File: src/u1e_defs.svh
`ifndef U1E_DEFS_SVH
`define U1E_DEFS_SVH

// Wishbone bus geometry
`define U1E_DW        16
`define U1E_AW        11
`define U1E_SW        2
`define U1E_DECODE_W  4    // Slave field, adr[10:7]
`define U1E_NSLAVES   3

// Misc block offsets
`define REG_LEDS      7'd0
`define REG_SWITCHES  7'd2
`define REG_CGEN_CTRL 7'd4
`define REG_CGEN_ST   7'd6
`define REG_TEST      7'd8

`define MISC_DEFAULT  16'hBEEF

`endif

File: src/u1e_pkg.sv
package u1e_pkg;

`include "u1e_defs.svh"

   // Plain decode view, slave field then byte offset
   typedef struct packed
   {
      logic [`U1E_DECODE_W-1:0]         slave;
      logic [`U1E_AW-`U1E_DECODE_W-1:0] offset;
   } wb_dec_t;

   // Settings bus view of the same word
   typedef struct packed
   {
      logic [`U1E_DECODE_W-1:0]           slave;
      logic [`U1E_AW-`U1E_DECODE_W-3:0]   reg_idx;   // 32 settings regs
      logic                               half;      // 0 low word, 1 high word
      logic                               byte_bit;  // Always 0 on 16-bit bus
   } wb_set_t;

   //////////////////////////////////////////////////
   // One bus address, two decodings
   //////////////////////////////////////////////////

   typedef union packed
   {
      wb_dec_t dec;
      wb_set_t set;
   } wb_addr_u;

endpackage

File: src/wb_if.sv
`timescale 1ns/1ns

`include "u1e_defs.svh"

interface wb_if;
   import u1e_pkg::*;

   wb_addr_u              adr;
   logic [`U1E_DW-1:0]    dat_mosi;   // Master to slave
   logic [`U1E_DW-1:0]    dat_miso;   // Slave to master
   logic [`U1E_SW-1:0]    sel;
   logic                  we;
   logic                  cyc;
   logic                  stb;
   logic                  ack;

   modport master
   (
      output adr, dat_mosi, sel, we, cyc, stb,
      input  dat_miso, ack
   );

   // Mirror of the master side
   modport slave
   (
      input  adr, dat_mosi, sel, we, cyc, stb,
      output dat_miso, ack
   );

endinterface

File: src/wb_1master.sv
`timescale 1ns/1ns

`include "u1e_defs.svh"

module wb_1master
(
   input logic  wb_clk,
   input logic  wb_rst,
   wb_if.slave  m,
   wb_if.master s0,
   wb_if.master s1,
   wb_if.master s2
);
   import u1e_pkg::*;

   logic [`U1E_NSLAVES-1:0] hit;
   logic                    unmapped;
   logic                    ack_unmapped;

   // Slave select from adr[10:7]
   assign hit[0]   = (m.adr.dec.slave == 4'd0);
   assign hit[1]   = (m.adr.dec.slave == 4'd1);
   assign hit[2]   = (m.adr.dec.slave == 4'd2);
   assign unmapped = ~|hit;

   //////////////////////////////////////////////////
   // Master to slaves
   //////////////////////////////////////////////////

   assign s0.adr      = m.adr;
   assign s0.dat_mosi = m.dat_mosi;
   assign s0.sel      = m.sel;
   assign s0.we       = m.we;
   assign s0.cyc      = m.cyc & hit[0];
   assign s0.stb      = m.stb & hit[0];

   assign s1.adr      = m.adr;
   assign s1.dat_mosi = m.dat_mosi;
   assign s1.sel      = m.sel;
   assign s1.we       = m.we;
   assign s1.cyc      = m.cyc & hit[1];
   assign s1.stb      = m.stb & hit[1];

   assign s2.adr      = m.adr;
   assign s2.dat_mosi = m.dat_mosi;
   assign s2.sel      = m.sel;
   assign s2.we       = m.we;
   assign s2.cyc      = m.cyc & hit[2];
   assign s2.stb      = m.stb & hit[2];

   //////////////////////////////////////////////////
   // Slaves to master
   //////////////////////////////////////////////////

   // Empty slots answer here so the bus never hangs
   always_ff @(posedge wb_clk)
   begin
      if (wb_rst)
         ack_unmapped <= 1'b0;
      else
         ack_unmapped <= m.cyc & m.stb & unmapped & ~ack_unmapped;
   end

   always_comb
   begin
      m.dat_miso = '0;            // Read data zero when unmapped
      m.ack      = ack_unmapped;
      if (hit[0])
      begin
         m.dat_miso = s0.dat_miso;
         m.ack      = s0.ack;
      end
      else if (hit[1])
      begin
         m.dat_miso = s1.dat_miso;
         m.ack      = s1.ack;
      end
      else if (hit[2])
      begin
         m.dat_miso = s2.dat_miso;
         m.ack      = s2.ack;
      end
   end

endmodule

File: src/misc_regs.sv
`timescale 1ns/1ns

`include "u1e_defs.svh"

module misc_regs
(
   input  logic       wb_clk,
   input  logic       wb_rst,
   wb_if.slave        bus,
   input  logic [2:0] debug_pb_i,
   input  logic [7:0] dip_sw_i,
   input  logic       cgen_st_status_i,
   input  logic       cgen_st_ld_i,
   input  logic       cgen_st_refmon_i,
   output logic [2:0] debug_led_o,
   output logic       cgen_sync_b_o,
   output logic       cgen_ref_sel_o,
   output logic       tx_underrun_o,
   output logic       rx_overrun_o
);
   import u1e_pkg::*;

   logic [`U1E_DW-1:0] leds;
   logic [`U1E_DW-1:0] cgen_ctrl;
   logic [`U1E_DW-1:0] test;
   logic               req;

   assign req = bus.cyc & bus.stb & ~bus.ack;   // New access this cycle

   //////////////////////////////////////////////////
   // Register writes and ack
   //////////////////////////////////////////////////

   always_ff @(posedge wb_clk)
   begin
      if (wb_rst)
      begin
         bus.ack   <= 1'b0;
         leds      <= '0;
         cgen_ctrl <= 16'd3;   // Sync_b and ref_sel high out of reset
         test      <= '0;
      end
      else
      begin
         bus.ack <= req;
         if (req & bus.we)
            case (bus.adr.dec.offset)
               `REG_LEDS:      leds      <= bus.dat_mosi;
               `REG_CGEN_CTRL: cgen_ctrl <= bus.dat_mosi;
               `REG_TEST:      test      <= bus.dat_mosi;
               default:        ;        // Read-only or unused offsets
            endcase
      end
   end

   // Readback
   always_comb
   begin
      case (bus.adr.dec.offset)
         `REG_LEDS:      bus.dat_miso = leds;
         `REG_SWITCHES:  bus.dat_miso = {5'b0, debug_pb_i, dip_sw_i};
         `REG_CGEN_CTRL: bus.dat_miso = cgen_ctrl;
         `REG_CGEN_ST:
            bus.dat_miso = {13'b0, cgen_st_status_i, cgen_st_ld_i, cgen_st_refmon_i};
         `REG_TEST:      bus.dat_miso = test;
         default:        bus.dat_miso = `MISC_DEFAULT;
      endcase
   end

   // Board LEDs are not wired in bit order
   assign {debug_led_o[2], debug_led_o[0], debug_led_o[1]} = leds[2:0];

   assign {cgen_sync_b_o, cgen_ref_sel_o} = cgen_ctrl[1:0];
   assign {rx_overrun_o, tx_underrun_o}   = test[1:0];

endmodule

File: src/settings_bus_16le.sv
`timescale 1ns/1ns

`include "u1e_defs.svh"

module settings_bus_16le
(
   input  logic        wb_clk,
   input  logic        wb_rst,
   wb_if.slave         bus,
   output logic        set_stb_o,
   output logic [7:0]  set_addr_o,
   output logic [31:0] set_data_o
);
   import u1e_pkg::*;

   logic [`U1E_DW-1:0] low_half;   // Held until the high half arrives
   logic               req;
   logic               wr;

   assign req = bus.cyc & bus.stb & ~bus.ack;
   assign wr  = req & bus.we;

   //////////////////////////////////////////////////
   // Two 16-bit writes make one setting
   //////////////////////////////////////////////////

   always_ff @(posedge wb_clk)
   begin
      if (wb_rst)
      begin
         bus.ack    <= 1'b0;
         low_half   <= '0;
         set_stb_o  <= 1'b0;
         set_addr_o <= '0;
         set_data_o <= '0;
      end
      else
      begin
         bus.ack   <= req;
         set_stb_o <= wr & bus.adr.set.half;   // Lines up with ack
         if (wr)
         begin
            if (!bus.adr.set.half)
               low_half <= bus.dat_mosi;
            else
            begin
               set_addr_o <= {3'b000, bus.adr.set.reg_idx};
               set_data_o <= {bus.dat_mosi, low_half};
            end
         end
      end
   end

   // Write only slave
   assign bus.dat_miso = '0;

endmodule

File: src/atr_controller16.sv
`timescale 1ns/1ns

`include "u1e_defs.svh"

module atr_controller16
(
   input  logic        wb_clk,
   input  logic        wb_rst,
   wb_if.slave         bus,
   input  logic        run_rx_i,
   input  logic        run_tx_i,
   output logic [15:0] ctrl_lines_o
);
   import u1e_pkg::*;

   // Idle, rx only, tx only, full duplex
   logic [`U1E_DW-1:0] state_words [4];
   logic [1:0]         wr_idx;
   logic               in_range;
   logic               req;
   logic [1:0]         run_state;

   assign wr_idx    = bus.adr.dec.offset[2:1];           // Offsets 0, 2, 4, 6
   assign in_range  = (bus.adr.dec.offset[6:3] == 4'd0);
   assign req       = bus.cyc & bus.stb & ~bus.ack;
   assign run_state = {run_tx_i, run_rx_i};

   //////////////////////////////////////////////////
   // State word registers
   //////////////////////////////////////////////////

   always_ff @(posedge wb_clk)
   begin
      if (wb_rst)
      begin
         bus.ack <= 1'b0;
         for (int i = 0; i < 4; i++)
            state_words[i] <= '0;
      end
      else
      begin
         bus.ack <= req;
         if (req & bus.we & in_range)
         begin
            if (bus.sel[1])
               state_words[wr_idx][15:8] <= bus.dat_mosi[15:8];
            if (bus.sel[0])
               state_words[wr_idx][7:0]  <= bus.dat_mosi[7:0];
         end
      end
   end

   assign bus.dat_miso = in_range ? state_words[wr_idx] : '0;

   // Output lines follow run state one clock later
   always_ff @(posedge wb_clk)
   begin
      if (wb_rst)
         ctrl_lines_o <= '0;
      else
         ctrl_lines_o <= state_words[run_state];
   end

endmodule

File: src/u1e_core.sv
`timescale 1ns/1ns

`include "u1e_defs.svh"

module u1e_core
(
   input  logic                  wb_clk,
   input  logic                  wb_rst,

   // Wishbone master side, from the memory bridge
   input  logic [`U1E_AW-1:0]    m_adr_i,
   input  logic [`U1E_DW-1:0]    m_dat_i,
   output logic [`U1E_DW-1:0]    m_dat_o,
   input  logic [`U1E_SW-1:0]    m_sel_i,
   input  logic                  m_we_i,
   input  logic                  m_cyc_i,
   input  logic                  m_stb_i,
   output logic                  m_ack_o,

   input  logic [2:0]            debug_pb_i,
   input  logic [7:0]            dip_sw_i,
   input  logic                  cgen_st_status_i,
   input  logic                  cgen_st_ld_i,
   input  logic                  cgen_st_refmon_i,
   output logic [2:0]            debug_led_o,
   output logic                  cgen_sync_b_o,
   output logic                  cgen_ref_sel_o,
   output logic                  tx_underrun_o,
   output logic                  rx_overrun_o,

   output logic                  set_stb_o,
   output logic [7:0]            set_addr_o,
   output logic [31:0]           set_data_o,

   input  logic                  run_rx_i,
   input  logic                  run_tx_i,
   output logic [15:0]           ctrl_lines_o
);

   wb_if m_bus ();
   wb_if s0_bus ();
   wb_if s1_bus ();
   wb_if s2_bus ();

   assign m_bus.adr      = m_adr_i;
   assign m_bus.dat_mosi = m_dat_i;
   assign m_bus.sel      = m_sel_i;
   assign m_bus.we       = m_we_i;
   assign m_bus.cyc      = m_cyc_i;
   assign m_bus.stb      = m_stb_i;
   assign m_dat_o        = m_bus.dat_miso;
   assign m_ack_o        = m_bus.ack;

   //////////////////////////////////////////////////
   // Intercon and slaves
   //////////////////////////////////////////////////

   wb_1master intercon
   (
      .wb_clk (wb_clk), .wb_rst (wb_rst),
      .m (m_bus.slave), .s0 (s0_bus.master), .s1 (s1_bus.master), .s2 (s2_bus.master)
   );

   misc_regs misc_regs   // Slave 0
   (
      .wb_clk (wb_clk), .wb_rst (wb_rst), .bus (s0_bus.slave),
      .debug_pb_i (debug_pb_i), .dip_sw_i (dip_sw_i),
      .cgen_st_status_i (cgen_st_status_i), .cgen_st_ld_i (cgen_st_ld_i),
      .cgen_st_refmon_i (cgen_st_refmon_i), .debug_led_o (debug_led_o),
      .cgen_sync_b_o (cgen_sync_b_o), .cgen_ref_sel_o (cgen_ref_sel_o),
      .tx_underrun_o (tx_underrun_o), .rx_overrun_o (rx_overrun_o)
   );

   settings_bus_16le settings_bus   // Slave 1
   (
      .wb_clk (wb_clk), .wb_rst (wb_rst), .bus (s1_bus.slave),
      .set_stb_o (set_stb_o), .set_addr_o (set_addr_o), .set_data_o (set_data_o)
   );

   atr_controller16 atr   // Slave 2
   (
      .wb_clk (wb_clk), .wb_rst (wb_rst), .bus (s2_bus.slave),
      .run_rx_i (run_rx_i), .run_tx_i (run_tx_i), .ctrl_lines_o (ctrl_lines_o)
   );

endmodule

File: config.mk
export PLATFORM = sky130hd
export DESIGN_NAME = u1e_core
export DESIGN_NICKNAME = d
export VERILOG_FILES = /design/src/u1e_pkg.sv /design/src/wb_if.sv /design/src/wb_1master.sv /design/src/misc_regs.sv /design/src/settings_bus_16le.sv /design/src/atr_controller16.sv /design/src/u1e_core.sv
export VERILOG_INCLUDE_DIRS = /design/src
export SDC_FILE = /design/constraint.sdc
export NUM_CORES = 1
export LEC_CHECK = 0
export ABC_AREA = 1
export CELL_PAD_IN_SITES_DETAIL_PLACEMENT = 1
export CELL_PAD_IN_SITES_GLOBAL_PLACEMENT = 1
export CORE_AREA = 2 2 172 174
export CTS_BUF_LIST = sky130_fd_sc_hd__clkbuf_8
export DETAILED_ROUTE_END_ITERATION = 8
export DIE_AREA = 0 0 174 176
export DONT_BUFFER_PORTS = 1
export GPL_TIMING_DRIVEN = 0
export HOLD_SLACK_MARGIN = 0.1
export PLACE_DENSITY_LB_ADDON = 0.1
export SLEW_MARGIN = 20
export SYNTH_ARGS = -nofsm -noshare
export SYNTH_HDL_FRONTEND = slang
export SYNTH_SLANG_ARGS = --single-unit
File: constraint.sdc
create_clock -name wb_clk -period 2.7 [get_ports wb_clk]
set_clock_uncertainty 0.1 [all_clocks]
set_input_delay 0.54 -clock wb_clk [delete_from_list [all_inputs] [get_ports wb_clk]]
set_output_delay 0.54 -clock wb_clk [all_outputs]
set_load 0.02 [all_outputs]
**Word level (Yosys, flattened, before mapping)**

Memories as Yosys holds them, arrays and structs flattened. A register that Yosys moved wholly into a read port is not among the register bits.
Cells that the tools add are included.

- Equality and inequality tests: 6
- Mux-type cells: 21
- Bitwise logic cells: 25
- Reduce and logical (&&, ||, !) cells: 11

Operators by type and width:

| kind | count |
|---|---|
| $mux W16 | 5 |
| $pmux W16 S5 | 1 |
| $and A1 B1 Y1 | 20 |
| $reduce_or A16 Y1 | 1 |
| $eq A7 B3 Y1 const B | 2 |
| $mux W1 | 13 |
| $reduce_and A2 Y1 | 5 |
| $logic_not A4 Y1 | 2 |
| $eq A7 B2 Y1 const B | 1 |
| $eq A7 B4 Y1 const B | 1 |
| $logic_not A7 Y1 | 1 |
| $not A1 Y1 | 5 |
| $eq A4 B1 Y1 const B | 1 |
| $eq A4 B2 Y1 const B | 1 |
| $mux W2 | 2 |
| $reduce_or A3 Y1 | 1 |
| $logic_not A1 Y1 | 1 |

- Flip-flop bits (word level): 106
- Memory bits (writable): 64
- Bits of input ports: 50
- Word-level logic and storage cells: 75
- Memories kept: 1

Memory list:

| memory | depth | width | read ports | clocked after memory_dff | wr ports | line | RTL |
|---|---|---|---|---|---|---|---|
| atr.state_words | 4 | 16 | 2 | 1 | 4 | atr_controller16.sv:17 | `` logic [`U1E_DW-1:0] state_words [4]; `` |

**Depth between registers and ports, before layout**

- Depth in word-level cells: 11
- Depth in mapped cells: 12
- Mapped depth without buffers: 11

**Hierarchy**

Synthesis repeated with hierarchy kept, for this count alone.

- Cells, all modules: 1343
- Area total of the unflattened synthesis: 10218.6 sq um

By module, submodules not included:

| module | instances | cells an instance | area each (sq um) |
|---|---|---|---|
| atr_controller16 | 1 | 415 | 3922.5 |
| settings_bus_16le | 1 | 359 | 2537.4 |
| misc_regs | 1 | 375 | 2529.9 |
| wb_1master | 1 | 194 | 1228.7 |

**Least setup slack after synthesis**

Ideal clock, no wire load.

- Kind: input to output
- Start: in m_adr_i[1]
- End: out m_dat_o[10]
- Arrival: 1.705 ns
- Required time: 2.060 ns
- Slack: 0.355 ns
- Stages on the path: 10
- Buffers on the path: 2
- Cells stage by stage: buf_6 -> inv_4 -> nand2_2 -> nor3_4 -> nand2_2 -> nand2_2 -> buf_6 -> nand2_1 -> o21ai_0 -> nand2_1

- Longest elaborated chain between the ends: 5

RTL lines:

| what | line | RTL |
|---|---|---|
| start, declared | u1e_core.sv:11 | `` input logic [`U1E_AW-1:0] m_adr_i, `` |
| $mem_v2 Z4 W16 | n/a |  |
| $mux W16 | atr_controller16.sv:53 | `assign bus.dat_miso = in_range ? state_words[wr_idx] : '0;` |
| $mux W16 | wb_1master.sv:78 | `else if (hit[2])` |
| $mux W16 | wb_1master.sv:73 | `else if (hit[1])` |
| $mux W16 (*) | wb_1master.sv:68 | `if (hit[0])` |
| end, declared | u1e_core.sv:13 | `` output logic [`U1E_DW-1:0] m_dat_o, `` |

Mark *: on every way between the ends. The rest lies on a longest branch, timed or not.

**Worst setup path in the final report**

- Start: in m_adr_i[1]
- End: out m_dat_o[5]

The elaborated chain is that of the path after synthesis.

==> run metrics <==
initial antenna violation count=2; DRC Markers=0; ys async rst share=0%; Layout area overhead=13.1%; Synthesis Warnings=0; hold slack=0.131 ns; DR vias=7201; drt first pass iters=4; Slew HR=49.7%; global-route met2 utilization=36.8%; Pins Over Slew Limit=0; pwr dens=577 nW/um^2; dpl ws=-0.657 ns; clock latency on the worst-skew pair=0.47 ns; first-pass GRT wire length=48900 um; clock sink count=186; EDFF count, synth=64; HPWL after DPL=24300 um; area of placed instances=8960 sq um; Hold Crit Class=input pin to register; met1 Resource Use GR=27.5%; Syn Area/Cell=7.84 sq um; min Tclk post-route=2.67 ns; Reg power frac=54.6%; worst endpoint data arrival time=2.03 ns; CTS buffer count=17; Layout Nets=1161; DR WL/cell=21.3 um; Cell Area, Synth=8470 sq um; Routed Antenna Nets=0; most common cell after layout, fill and taps aside=nor2_1; Core Util, Final=33.6%; via density per instance=4.77; total grt overflow=0; layout cells sized above 1=11.5%; Final Setup Violations=0; cell accounting for the most synthesized area=dfxtp_1; Int Pwr=3890 uW; CP Capture Type=primary output; switching portion of total power=29.7%; Highest Clock Rate=375 MHz; max-cap viol count=0; CTS clk-pin slew, worst paths=0.11 ns; critical path class=input pin to primary output; Die Y=176 um; R2R cell count=5; top area cells in the synthesized netlist=dfxtp_1 29%, edfxtp_1 23%, nor2_1 10%; Gate power share=7.5%; row count=62; GR Util All Layers=21.6%; effective utilization at floorplan=29.7%; DRT Wirelength=32200 um; Die X=174 um; Worst-Margin Slew=0.751 ns; 1st-iter DRT viols=440; part of the cycle the worst path needs=98.8%; CTS Buffer Depth=2; GRT met3 Usage=3.60%; crit path setup slack, layout=0.0323 ns; Port-buffer cells=0; WHS Path Cells=2; Synth Instances=1081; Worst Path Required=2.06 ns; CP Max Fanout=10; Top FF cell, synth=dfxtp_1; status=finished, final reports clean; CORE AREA=28500 sq um; num ports=131; part of the Yosys area used for sequential elements=51.5%; H-tree depth=4; Clk network pwr share=37.9%; sw power=1640 uW; Die Area=30600 sq um; post-route cell area=9580 sq um; VDD IR-drop max=0.255 mV; TNS Setup=0 ns; vias in the first global route=7659; Fill cells=3530; GP Congestion=0.793; post-synthesis register bit count=186; RSZ-0062 raised after global routing=true; Root Driver=clkbuf_8; CTS tree=done; P_leak=0.00375 uW; most frequent cells in the layout=224 x nor2_1, 183 x nand2_1, 149 x o21ai_0; area share of the largest cell type after synthesis=28.8%; final hold vios=0; Most Crowded Layer GR=met2; CP Launch Type=input pin; largest net degree at the start of global routing=21; Netlist cell types=31
## cell type report
type / count / area (sq um) / share of cell area, %
multi-input cells: 758 / 3540 / 37.0
inverters: 68 / 260 / 2.72
clock inverters: 14 / 196 / 2.05
repair buffers: 9 / 97.6 / 1.02
plain buffers: 71 / 388 / 4.05
diodes: 2 / 5.00 / 0.0522
flip-flops and latches: 186 / 4360 / 45.5
clock buffers: 18 / 248 / 2.59
well taps: 384 / 480 / 5.01
## power groups by stage
stage / Clock, uW / Combinational [uW] / Sequential (uW)
2_1_floorplan: 0 / 254 / 3070
3_3_place_gp: 0 / 409 / 3090
3_5_place_dp: 0 / 409 / 3090
4_1_cts: 2150 / 420 / 3020
5_1_grt: 2250 / 459 / 3030
6_report: 2090 / 416 / 3020
## critical path, cell delays in order
cell and delay, ns:
buf_6 0.15, clkbuf_1 0.45, o21ai_0 0.13, o21ai_0 0.42, nand2_1 0.13, nand2_2 0.19
## synth_stat cells (7+ instances only)
cell	count
dfxtp_1	122
a21oi_1	86
buf_2	15
nor3_1	23
buf_4	17
clkbuf_1	31
edfxtp_1	64
nor2_1	226
nand4_1	7
o21ai_0	154
nand2_1	194
nand3_1	31
inv_1	59
## worst paths after layout
| check | start | endpoint | slack, ns |
|---|---|---|---|
| worst min register to register | misc_regs.bus.ack | misc_regs.bus.ack | 0.35 |
| worst max register to register | atr.bus.ack | atr.state_words[0][7] | 0.81 |
| worst min-delay path | m_dat_i[2] | misc_regs.cgen_ctrl[2] | 0.13 |
| worst max-delay path | m_adr_i[1] | m_dat_o[5] | 0.03 |
## state kept, by name (all words and copies together) (netlist names)
signal / flops
atr.bus.ack: 1
atr.ctrl_lines_o: 16
atr.state_words: 64
intercon.ack_unmapped: 1
misc_regs.bus.ack: 1
misc_regs.cgen_ctrl: 16
misc_regs.leds: 16
misc_regs.test: 16
settings_bus.bus.ack: 1
settings_bus.low_half: 16
settings_bus.set_addr_o: 5
settings_bus.set_data_o: 32
settings_bus.set_stb_o: 1
## kinds of logic (layout without fill, tap and decap cells)
logic type / count (synthesis) / in the layout / share of synthesized area, %
AOI/OAI and AO/OA: 246 / 246 / 14.8
buffers and inverters: 139 / 180 / 7.43
other: 1 / 5 / 0.0443
and+or+nand+nor: 509 / 509 / 26.2
DFF: 186 / 186 / 51.5
## repair_timing
item                                   CTS  global route
buffers inserted                         7             0
endpoints found under the hold margin    2             0
setup endpoints to repair               16            13
gates resized for setup                 18            17
pin swaps                                4             1
hold buffers                             2             0
## stage by stage
step | power [uW] | instances
after floorplan | 3320 | 1083
after global placement | 3490 | 1467
after detailed placement | 3500 | 1467
after CTS | 5600 | 1508
after global routing | 5740 | 1508
final | 5530 | 1510
## per-layer routing
metal	part of all wire (%)	wire (um)
met2	47	15300
met4	2.7	876
met5	0	0
met3	4.4	1420
met1	45	14600
Power figures use the tool's default switching activity.
